[src/logic/isaPkg.sv]
`default_nettype none

package isaPkg;

   localparam int dataW = 16;   // Data path width
   localparam int opW   = 5;    // Opcode field
   localparam int shOpW = 2;    // Shifter mode

   // Opcode numbering of the instruction set
   typedef enum logic [opW-1:0] {
      ADD  = 5'd0,
      SUB  = 5'd1,
      OR   = 5'd2,
      AND  = 5'd3,
      ROL  = 5'd4,
      SLL  = 5'd5,
      ROR  = 5'd6,
      SRA  = 5'd7,
      ST   = 5'd8,
      LD   = 5'd9,
      STU  = 5'd10,
      BTR  = 5'd11,
      SEQ  = 5'd12,
      SLT  = 5'd13,
      SLE  = 5'd14,
      SCO  = 5'd15,
      BEQZ = 5'd16,
      BNEZ = 5'd17,
      BLTZ = 5'd18,
      LBI  = 5'd19,
      SLBI = 5'd20,
      J    = 5'd21,
      JAL  = 5'd22,
      JR   = 5'd23,
      JALR = 5'd24,
      RET  = 5'd25,
      SIIC = 5'd26,
      RTI  = 5'd27,
      NOP  = 5'd28,
      HALT = 5'd29
   } aluOp_e;

   typedef enum logic [shOpW-1:0] {
      SH_ROL = 2'd0,
      SH_SLL = 2'd1,
      SH_ROR = 2'd2,
      SH_SRA = 2'd3   // Sign fill
   } shiftOp_e;

endpackage

`default_nettype wire

[src/logic/execPkg.sv]
`default_nettype none

package execPkg;

   import isaPkg::*;

   // Decoded instruction into the stage
   typedef struct packed {
      aluOp_e           op;
      logic             sign;   // Signed overflow and compare
      logic [dataW-1:0] a;      // rs
      logic [dataW-1:0] b;      // rt or sign-extended immediate
      logic [dataW-1:0] pc;
   } execReq_t;

   // Registered stage output
   typedef struct packed {
      logic [dataW-1:0] result;
      logic             ofl;
      logic             zero;
      logic             redirect;  // Fetch must restart at target
      logic [dataW-1:0] target;
   } execResp_t;

endpackage

`default_nettype wire

[src/logic/add16.sv]
`timescale 1ns/10ps
`default_nettype none

module add16 import isaPkg::*; (
   input  logic [dataW-1:0] a,
   input  logic [dataW-1:0] b,
   input  logic             ci,
   output logic [dataW-1:0] sum,
   output logic             co,
   output logic             pGroup,
   output logic             gGroup
);

   logic [dataW-1:0] p;    // Bit propagate
   logic [dataW-1:0] g;    // Bit generate
   logic [dataW-1:0] c;    // Carry into each bit
   logic [3:0]       gp;   // Group propagate
   logic [3:0]       gg;   // Group generate
   logic [4:0]       gc;   // Carry into each group

   assign p = a ^ b;
   assign g = a & b;

   // First level, one 4-bit group at a time
   always_comb begin
      for (int k = 0; k < 4; k++) begin
         gp[k] = &p[4*k +: 4];
         gg[k] = g[4*k+3]
               | (p[4*k+3] & g[4*k+2])
               | (p[4*k+3] & p[4*k+2] & g[4*k+1])
               | (p[4*k+3] & p[4*k+2] & p[4*k+1] & g[4*k]);
      end
   end

   // Second level lookahead across groups
   assign gc[0] = ci;
   assign gc[1] = gg[0] | (gp[0] & ci);
   assign gc[2] = gg[1] | (gp[1] & gg[0]) | (gp[1] & gp[0] & ci);
   assign gc[3] = gg[2] | (gp[2] & gg[1]) | (gp[2] & gp[1] & gg[0])
                | (gp[2] & gp[1] & gp[0] & ci);
   assign gGroup = gg[3] | (gp[3] & gg[2]) | (gp[3] & gp[2] & gg[1])
                 | (gp[3] & gp[2] & gp[1] & gg[0]);
   assign pGroup = &gp;
   assign gc[4]  = gGroup | (pGroup & ci);

   // Carries inside each group start from the group carry
   always_comb begin
      for (int k = 0; k < 4; k++) begin
         c[4*k] = gc[k];
         for (int j = 1; j < 4; j++)
            c[4*k+j] = g[4*k+j-1] | (p[4*k+j-1] & c[4*k+j-1]);
      end
   end

   assign sum = p ^ c;
   assign co  = gc[4];

endmodule

`default_nettype wire

[src/logic/shift16.sv]
`timescale 1ns/10ps
`default_nettype none

module shift16 import isaPkg::*; (
   input  logic [dataW-1:0] in,
   input  logic [3:0]       cnt,
   input  shiftOp_e         mode,
   output logic [dataW-1:0] out
);

   logic [dataW-1:0] stg [5];   // Stage outputs, stg[0] is the input

   // One log stage with a fixed shift amount
   function automatic logic [dataW-1:0] stage(input logic [dataW-1:0] v,
                                              input int unsigned n,
                                              input shiftOp_e m);
      logic [dataW-1:0] r;
      case (m)
         SH_ROL:  r = (v << n) | (v >> (dataW - n));
         SH_SLL:  r = v << n;
         SH_ROR:  r = (v >> n) | (v << (dataW - n));
         default: r = $signed(v) >>> n;   // Vacated bits take the sign
      endcase
      return r;
   endfunction

   always_comb begin
      stg[0] = in;
      for (int k = 0; k < 4; k++)
         stg[k+1] = cnt[k] ? stage(stg[k], 1 << k, mode) : stg[k];
   end

   assign out = stg[4];

endmodule

`default_nettype wire

[src/logic/alu.sv]
`timescale 1ns/10ps
`default_nettype none

module alu import isaPkg::*; (
   input  logic [dataW-1:0] a,
   input  logic [dataW-1:0] b,
   input  aluOp_e           op,
   input  logic             sign,
   output logic [dataW-1:0] result,
   output logic [dataW-1:0] sum,
   output logic             ofl,
   output logic             zero
);

   logic [dataW-1:0] opA;
   logic [dataW-1:0] opB;
   logic             cin;
   logic             co;
   logic             isSub;
   logic             sumOp;       // Opcodes whose result is the adder sum
   logic             oflSigned;
   shiftOp_e         shMode;
   logic [dataW-1:0] shOut;
   logic [dataW-1:0] btrOut;
   logic             eq;
   logic             lt;

   // SUB is rt - rs, so rs goes in inverted
   assign isSub = (op == SUB);
   assign opA   = isSub ? b : a;
   assign opB   = isSub ? ~a : b;
   assign cin   = isSub;

   add16 adder_i (
      .a      (opA),
      .b      (opB),
      .ci     (cin),
      .sum    (sum),
      .co     (co),
      .pGroup (),     // Only needed when chaining wider adders
      .gGroup ()
   );

   always_comb begin
      case (op)
         ROL:     shMode = SH_ROL;
         SLL:     shMode = SH_SLL;
         ROR:     shMode = SH_ROR;
         default: shMode = SH_SRA;
      endcase
   end

   shift16 shifter_i (
      .in   (a),
      .cnt  (b[3:0]),
      .mode (shMode),
      .out  (shOut)
   );

   // Bit reverse for BTR
   always_comb begin
      for (int i = 0; i < dataW; i++)
         btrOut[i] = a[dataW-1-i];
   end

   assign eq = (a == b);
   assign lt = sign ? ($signed(a) < $signed(b)) : (a < b);

   always_comb begin
      case (op)
         ADD, SUB, ST, LD, STU, JR, JALR: result = sum;
         OR:                     result = a | b;
         AND:                    result = a & b;
         ROL, SLL, ROR, SRA:     result = shOut;
         BTR:                    result = btrOut;
         SEQ:                    result = dataW'(eq);
         SLT:                    result = dataW'(lt);
         SLE:                    result = dataW'(lt | eq);
         SCO:                    result = dataW'(co);
         SLBI:                   result = (a << 8) | {8'h00, b[7:0]};
         LBI, J, BEQZ, BNEZ, BLTZ: result = b;   // Immediate passes through
         default:                result = '0;
      endcase
   end

   assign sumOp = (op inside {ADD, SUB, ST, LD, STU, JR, JALR});

   // Same operand signs but the sum flipped
   assign oflSigned = (opA[dataW-1] == opB[dataW-1]) & (sum[dataW-1] != opA[dataW-1]);
   assign ofl       = sumOp & (sign ? oflSigned : co);

   assign zero = (result == '0) & (op == ADD || op == SUB);

endmodule

`default_nettype wire

[src/logic/branchResolve.sv]
`timescale 1ns/10ps
`default_nettype none

module branchResolve import isaPkg::*; (
   input  aluOp_e           op,
   input  logic [dataW-1:0] a,
   input  logic [dataW-1:0] b,
   input  logic [dataW-1:0] pc,
   input  logic [dataW-1:0] sum,
   output logic             redirect,
   output logic [dataW-1:0] target
);

   logic [dataW-1:0] pcNext;   // Fall-through address
   logic [dataW-1:0] pcRel;    // PC-relative target
   logic             aZero;

   assign pcNext = pc + dataW'(2);
   assign pcRel  = pcNext + b;
   assign aZero  = (a == '0);

   always_comb begin
      redirect = 1'b0;
      target   = pcNext;
      case (op)
         BEQZ: begin
            redirect = aZero;
            target   = pcRel;
         end
         BNEZ: begin
            redirect = !aZero;
            target   = pcRel;
         end
         BLTZ: begin
            redirect = a[dataW-1];   // Negative rs
            target   = pcRel;
         end
         J, JAL: begin
            redirect = 1'b1;
            target   = pcRel;
         end
         JR, JALR: begin
            redirect = 1'b1;
            target   = sum;          // rs + immediate from the ALU
         end
         default: ;
      endcase
   end

endmodule

`default_nettype wire

[src/logic/execStage.sv]
`timescale 1ns/10ps
`default_nettype none

module execStage import isaPkg::*, execPkg::*; (
   input  logic      clk,
   input  logic      arstN,
   input  logic      reqValid,
   input  execReq_t  req,
   output logic      respValid,
   output execResp_t resp
);

   logic [dataW-1:0] aluResult;
   logic [dataW-1:0] aluSum;
   logic             aluOfl;
   logic             aluZero;
   logic             redirect;
   logic [dataW-1:0] target;
   execResp_t        respNext;

   alu alu_i (
      .a      (req.a),
      .b      (req.b),
      .op     (req.op),
      .sign   (req.sign),
      .result (aluResult),
      .sum    (aluSum),
      .ofl    (aluOfl),
      .zero   (aluZero)
   );

   branchResolve branch_i (
      .op       (req.op),
      .a        (req.a),
      .b        (req.b),
      .pc       (req.pc),
      .sum      (aluSum),
      .redirect (redirect),
      .target   (target)
   );

   assign respNext = '{result: aluResult, ofl: aluOfl, zero: aluZero,
                       redirect: redirect, target: target};

   always_ff @(posedge clk or negedge arstN) begin
      if (!arstN) begin
         respValid <= 1'b0;
         resp      <= '0;
      end else begin
         respValid <= reqValid;   // One pulse per strobe
         if (reqValid)
            resp <= respNext;     // Holds otherwise
      end
   end

endmodule

`default_nettype wire

[config.mk]
export PLATFORM = sky130hd
export DESIGN_NAME = execStage
export DESIGN_NICKNAME = d
export VERILOG_FILES = /design/src/logic/isaPkg.sv /design/src/logic/execPkg.sv /design/src/logic/add16.sv /design/src/logic/shift16.sv /design/src/logic/alu.sv /design/src/logic/branchResolve.sv /design/src/logic/execStage.sv
export SDC_FILE = /design/constraint.sdc
export NUM_CORES = 1
export LEC_CHECK = 0
export BUFFER_PORTS_ARGS = -buffer_cell sky130_fd_sc_hd__buf_4
export CORE_ASPECT_RATIO = 1.4
export CORE_MARGIN = 3
export CORE_UTILIZATION = 50
export DETAILED_ROUTE_END_ITERATION = 6
export PLACE_DENSITY = 0.7
export SYNTH_ARGS = -nofsm -noshare
export SYNTH_HDL_FRONTEND = slang
export SYNTH_SLANG_ARGS = --single-unit
[constraint.sdc]
create_clock -name clk -period 2.2 [get_ports clk]
set_clock_uncertainty 0.2 [all_clocks]
set_input_delay 0.44 -clock clk [delete_from_list [all_inputs] [get_ports clk]]
set_output_delay 0.44 -clock clk [all_outputs]
set_load 0.02 [all_outputs]
# == Word-level counts from Yosys, hierarchy flattened ==
# Cells that the tools add are included.
# op_classes
addsub,2
order_cmp,2
n_eq_ne,29
mux,16
n_bitwise,99
reduce_logical,19
# op_table
op,n
$pmux 16 s11,1
$pmux 16 s3,3
$mux 16,6
$pmux 16 s2,2
$and 1x1->1,50
$eq 5x5->1 const B,9
$eq 5x4->1 const B,8
$or 1x1->1,35
$and 16x16->16,2
$logic_not 16->1,2
$lt 16x16->1,2
$xor 16x16->16,2
$eq 5x3->1 const B,4
$add 16x16->16,1
$add 16x2->16 const B,1
$eq 16x16->1,1
$not 16->16,1
$or 12x16->16,1
$or 14x16->16,1
$or 15x16->16,1
$or 16x1->16,1
$or 16x16->16,1
$or 16x2->16,1
$or 16x4->16,1
22 further kinds,30
# word_totals
register_bits,36
elab_cells,173

# == Depth between registers and ports, before layout ==
# logic_depth
ltp_word,22
mapped_depth,25
depth_no_buf,22

# == Modules after synthesis ==
# A second synthesis with hierarchy kept.
# unflattened
hier_cells,972
hier_area_um2,7753.7
# by_module_without_submodules
module,n_inst,cells_each,area_each_um2
alu,1,332,2200.9
shift16,1,286,1903.1
execStage,1,75,1478.9
branchResolve,1,200,1438.9
add16,1,79,732.0

# == Worst setup path before layout ==
# No wires, ideal clock.
# synth_path
path_type,in2reg
from,input req[50] (netlist bit)
to,register resp[17] (netlist bit)
setup_ns,0.096
arrival_time_ns,4.886
required_time_ns,1.904
slack_ns,-2.982
cell_stages,25
path_buffers,3
path_cell_list,buf_4 -> clkbuf_1 -> nor2_1 -> nand2_1 -> clkbuf_1 -> nor2_1 -> a21o_1 -> ha_1 -> o21a_1 -> o21ai_0 -> o21bai_1 -> a21oi_1 -> a21oi_1 -> a21o_1 -> a21oi_1 -> fa_1 -> fa_1 -> fa_1 -> xor2_1 -> nor2_1 -> nor3_1 -> o31ai_1 -> nor4_1 -> nand4_1 -> o32ai_2
# synth_via
elab_chain_cells,21
elab_cells_between_ends,140
# synth_lines
element,line,text
"start, declared",execStage.sv:8,"input execReq_t req,"
branches (longest 20 deep; another with $pmux 16 s3),--,
$and 1x1->1 *,alu.sv:92,assign zero = (result == '0) & (op == ADD || op == SUB);
"end signal, assigned",execStage.sv:52,resp <= respNext;
"end, declared",execStage.sv:10,output execResp_t resp
# Every way passes the cells marked *.
# A chain may end at the register's enable or synchronous reset.

# == Worst setup path in the final report ==
# layout_path
from,input req[53] (netlist bit)
to,register resp[17] (netlist bit)
# The elaborated chain is that of the path after synthesis.

==> metrics.cfg <==
[status]
status=complete, but fails checks
violations=setup timing

[final_layout]
drive_gt1_share_pct=43.7
syn2layout_area_growth_pct=59.0
diodes=0
final_nets=1504

[synth]
postSynth.asyncResetShare_pct=100
syn_inst=994
synth-edff-count=0
avgSynthCellArea_um2=7.39
synth-seq-area-share_pct=12.3
ys_seq_elements=36
synth-warning-count=0
yosysTopAreaCell=ha_1
synth.distinct_cells=79
synthTopCellsByArea=ha_1 14%, dfrtp_1 12%, nand2_1 5.1%
synth_commonest_cells=99 x nand2_1, 92 x nor2_1, 80 x ha_1
synth.most_common_cell=nand2_1
syn-cell-area_um2=7340
synth_nets=1143
synth_flop_cell=dfrtp_1
yosysTopAreaCellShare_pct=13.6

[worst_setup_path]
start_kind=input pin
reg2reg_to=resp[34]$_DFFE_PN0P_
r2r_cells=1
end_kind=flip-flop
worstPathRequired_ns=2.19
rr_startpoint=resp[34]$_DFFE_PN0P_
path_max_fanout=8
rrSetupSlack_ns=1.20
crit_type=input pin to flip-flop
critical_path_arrival_ns=4.70

[route]
drtIter0Drc=1124
wire_per_inst_um=23.9
vias=10100
wl_um=36800
first_pass_iters=6
via_per_inst=6.57
ant_nets=0
drc=0

[power]
p_leak_uw=0.00550
ir_worst_vdd_mv=0.427
powerDensity_nw_per_um2=402

[sta]
slew_violations=0
holdWs_ns=0.231
worst_slew_pin_slew_ns=0.828
fin_crit_sh_pct=214
fmax_mhz=212
min_period_ns=4.71
fin_ws_ns=-2.51
hold_viol=0
slew_headroom_pct=44.4
rsz0062_at_grt=yes
finalSetupViolCount=33

[placement]
dp_hpwl_um=26100
port_buffers=92
dp_slack_ns=-3.03
place.gp.congestion=1.04

[floorplanning]
fp.dieW_um=108
start_util_pct=51.8
fp-row-count=51
die_area_um2=16200
ios=93
core_area_um2=14200
fp.dieH_um=149

[worst_hold_path]
holdPathStages=3
holdPathEnd=resp[0]$_DFFE_PN0P_
worstHoldStart=req[0]
min_path_type=input pin to flip-flop

[clock_tree]
clk_pin_slew_ns=0.06
cts_buffers=5
cts_root_buf=clkbuf_16
cts_max_path_buffers=2
cts_max_level=2
clk_latency_ns=0.28
cts_tree=built
numClockSinks=36

[global_route]
antenna_found_initial=0
grt_util_all_layers_pct=43.3
overflow=0
grt_pass1_vias=9887
grt_pass1_wl_um=53700
grt_max_degree=73

[flow_run]
drv_cap=0

## power breakdown
part	leakage (uW)	internal, uW	switching, uW
registers	0.000433	761	65.8
clock network	0.0000808	534	291
logic	0.00499	1440	1600
total	0.00550	2740	1950
## through the flow
stage / TNS, ns / std cells / area, um^2 / total power [uW] / utilization (%)
after detailed placement: -61.82 / 1499 / 10400 / 3350 / 73.3
after global placement: -59.99 / 1499 / 10400 / 3300 / 73.3
after global routing: -55.75 / 1541 / 11700 / 4870 / 82.4
after CTS: -46.87 / 1525 / 11300 / 4420 / 79.6
after floorplan: -50.52 / 994 / 7490 / 2070 / -
final: -52.95 / 1541 / 11700 / 4690 / 82.4
## flip-flops by register name (all words and copies together), names as in the netlist
| name | flops |
|---|---|
| respValid | 1 |
| resp | 35 |
## worst max path at each step
stage | from | to
5_1_grt | req[53] | resp[17]$_DFFE_PN0P_
3_3_place_gp | req[52] | resp[17]$_DFFE_PN0P_
6_report | req[53] | resp[17]$_DFFE_PN0P_
4_1_cts | req[53] | resp[17]$_DFFE_PN0P_
2_1_floorplan | req[52] | resp[17]$_DFFE_PN0P_
3_5_place_dp | req[52] | resp[17]$_DFFE_PN0P_
## layout by cell type (no fill, tap or decap), types with 7 or more instances in the layout
| cell | count |
|---|---|
| nand2_1 | 92 |
| inv_1 | 51 |
| inv_2 | 8 |
| nor2_2 | 7 |
| mux2_4 | 7 |
| o21ai_2 | 13 |
| buf_6 | 25 |
| o21ai_0 | 32 |
| o211ai_1 | 16 |
| nand4_1 | 9 |
| a21oi_2 | 9 |
| buf_12 | 13 |
| a21o_1 | 17 |
| buf_4 | 387 |
| nor4_1 | 9 |
| o21ai_1 | 13 |
| a221oi_1 | 8 |
| nand3b_1 | 7 |
| a21oi_1 | 47 |
| a22oi_1 | 11 |
| xor2_1 | 8 |
| nand3_1 | 30 |
| nand2b_1 | 15 |
| nor3_1 | 18 |
| nor2b_1 | 15 |
| mux2_2 | 9 |
| mux2i_1 | 32 |
| nor2_1 | 81 |
| dfrtp_1 | 36 |
| a211oi_1 | 11 |
| a31oi_1 | 15 |
| xnor2_1 | 19 |
| ha_1 | 74 |
| fa_2 | 11 |
## what timing repair did
item | in CTS | in global routing
buffers inserted | 21 | 16
gates cloned | 4 | 1
endpoints found under the setup margin | 33 | 35
hold buffers | 1 | 0
gates resized for setup | 142 | 64
pin swaps | 42 | 39
endpoints found under the hold margin | 36 | 0
## layer usage
layer / routed length [um] / global-route usage, % / part of all wire [%] / vias up
li1: - / - / - / 4386
met1: 12500 / 47.3 / 34 / 4771
met2: 17300 / 72.2 / 47 / 676
met3: 3080 / 6.54 / 8.4 / 295
met4: 3870 / 36.6 / 11 / 0
met5: 0 / 0 / 0 / -
## worst max-delay path, cell delays in order
cell,delay [ns]
buf_6,0.10
nor3b_4,0.22
buf_6,0.19
nand2_8,0.10
buf_16,0.16
nor2_1,0.16
a21o_1,0.19
ha_4,0.16
and4_1,0.23
a21oi_2,0.09
a21oi_2,0.15
a21o_1,0.14
a21oi_2,0.06
fa_2,0.35
fa_2,0.36
fa_2,0.56
o211ai_1,0.15
a31o_1,0.26
a2111oi_2,0.22
nand4_1,0.16
o32ai_2,0.22
## kinds of logic after synthesis
logic type	count (synthesis)	share of synthesized area [%]
flops	36	12.3
mux	55	8.67
fa+ha+maj	92	16.9
compound gates	301	28.4
buf+inv	144	8.16
xor+xnor	31	3.70
simple gates	335	21.9
## cell type report
cell class	instances	area, um^2
clock buffer	6	129
clock inverter	2	35.0
fill	913	2490
inverter	64	265
multi-input combinational	817	6560
sequential	36	901
tap	185	231
timing repair buffer	431	3550
(Power assumes the default switching activity.)
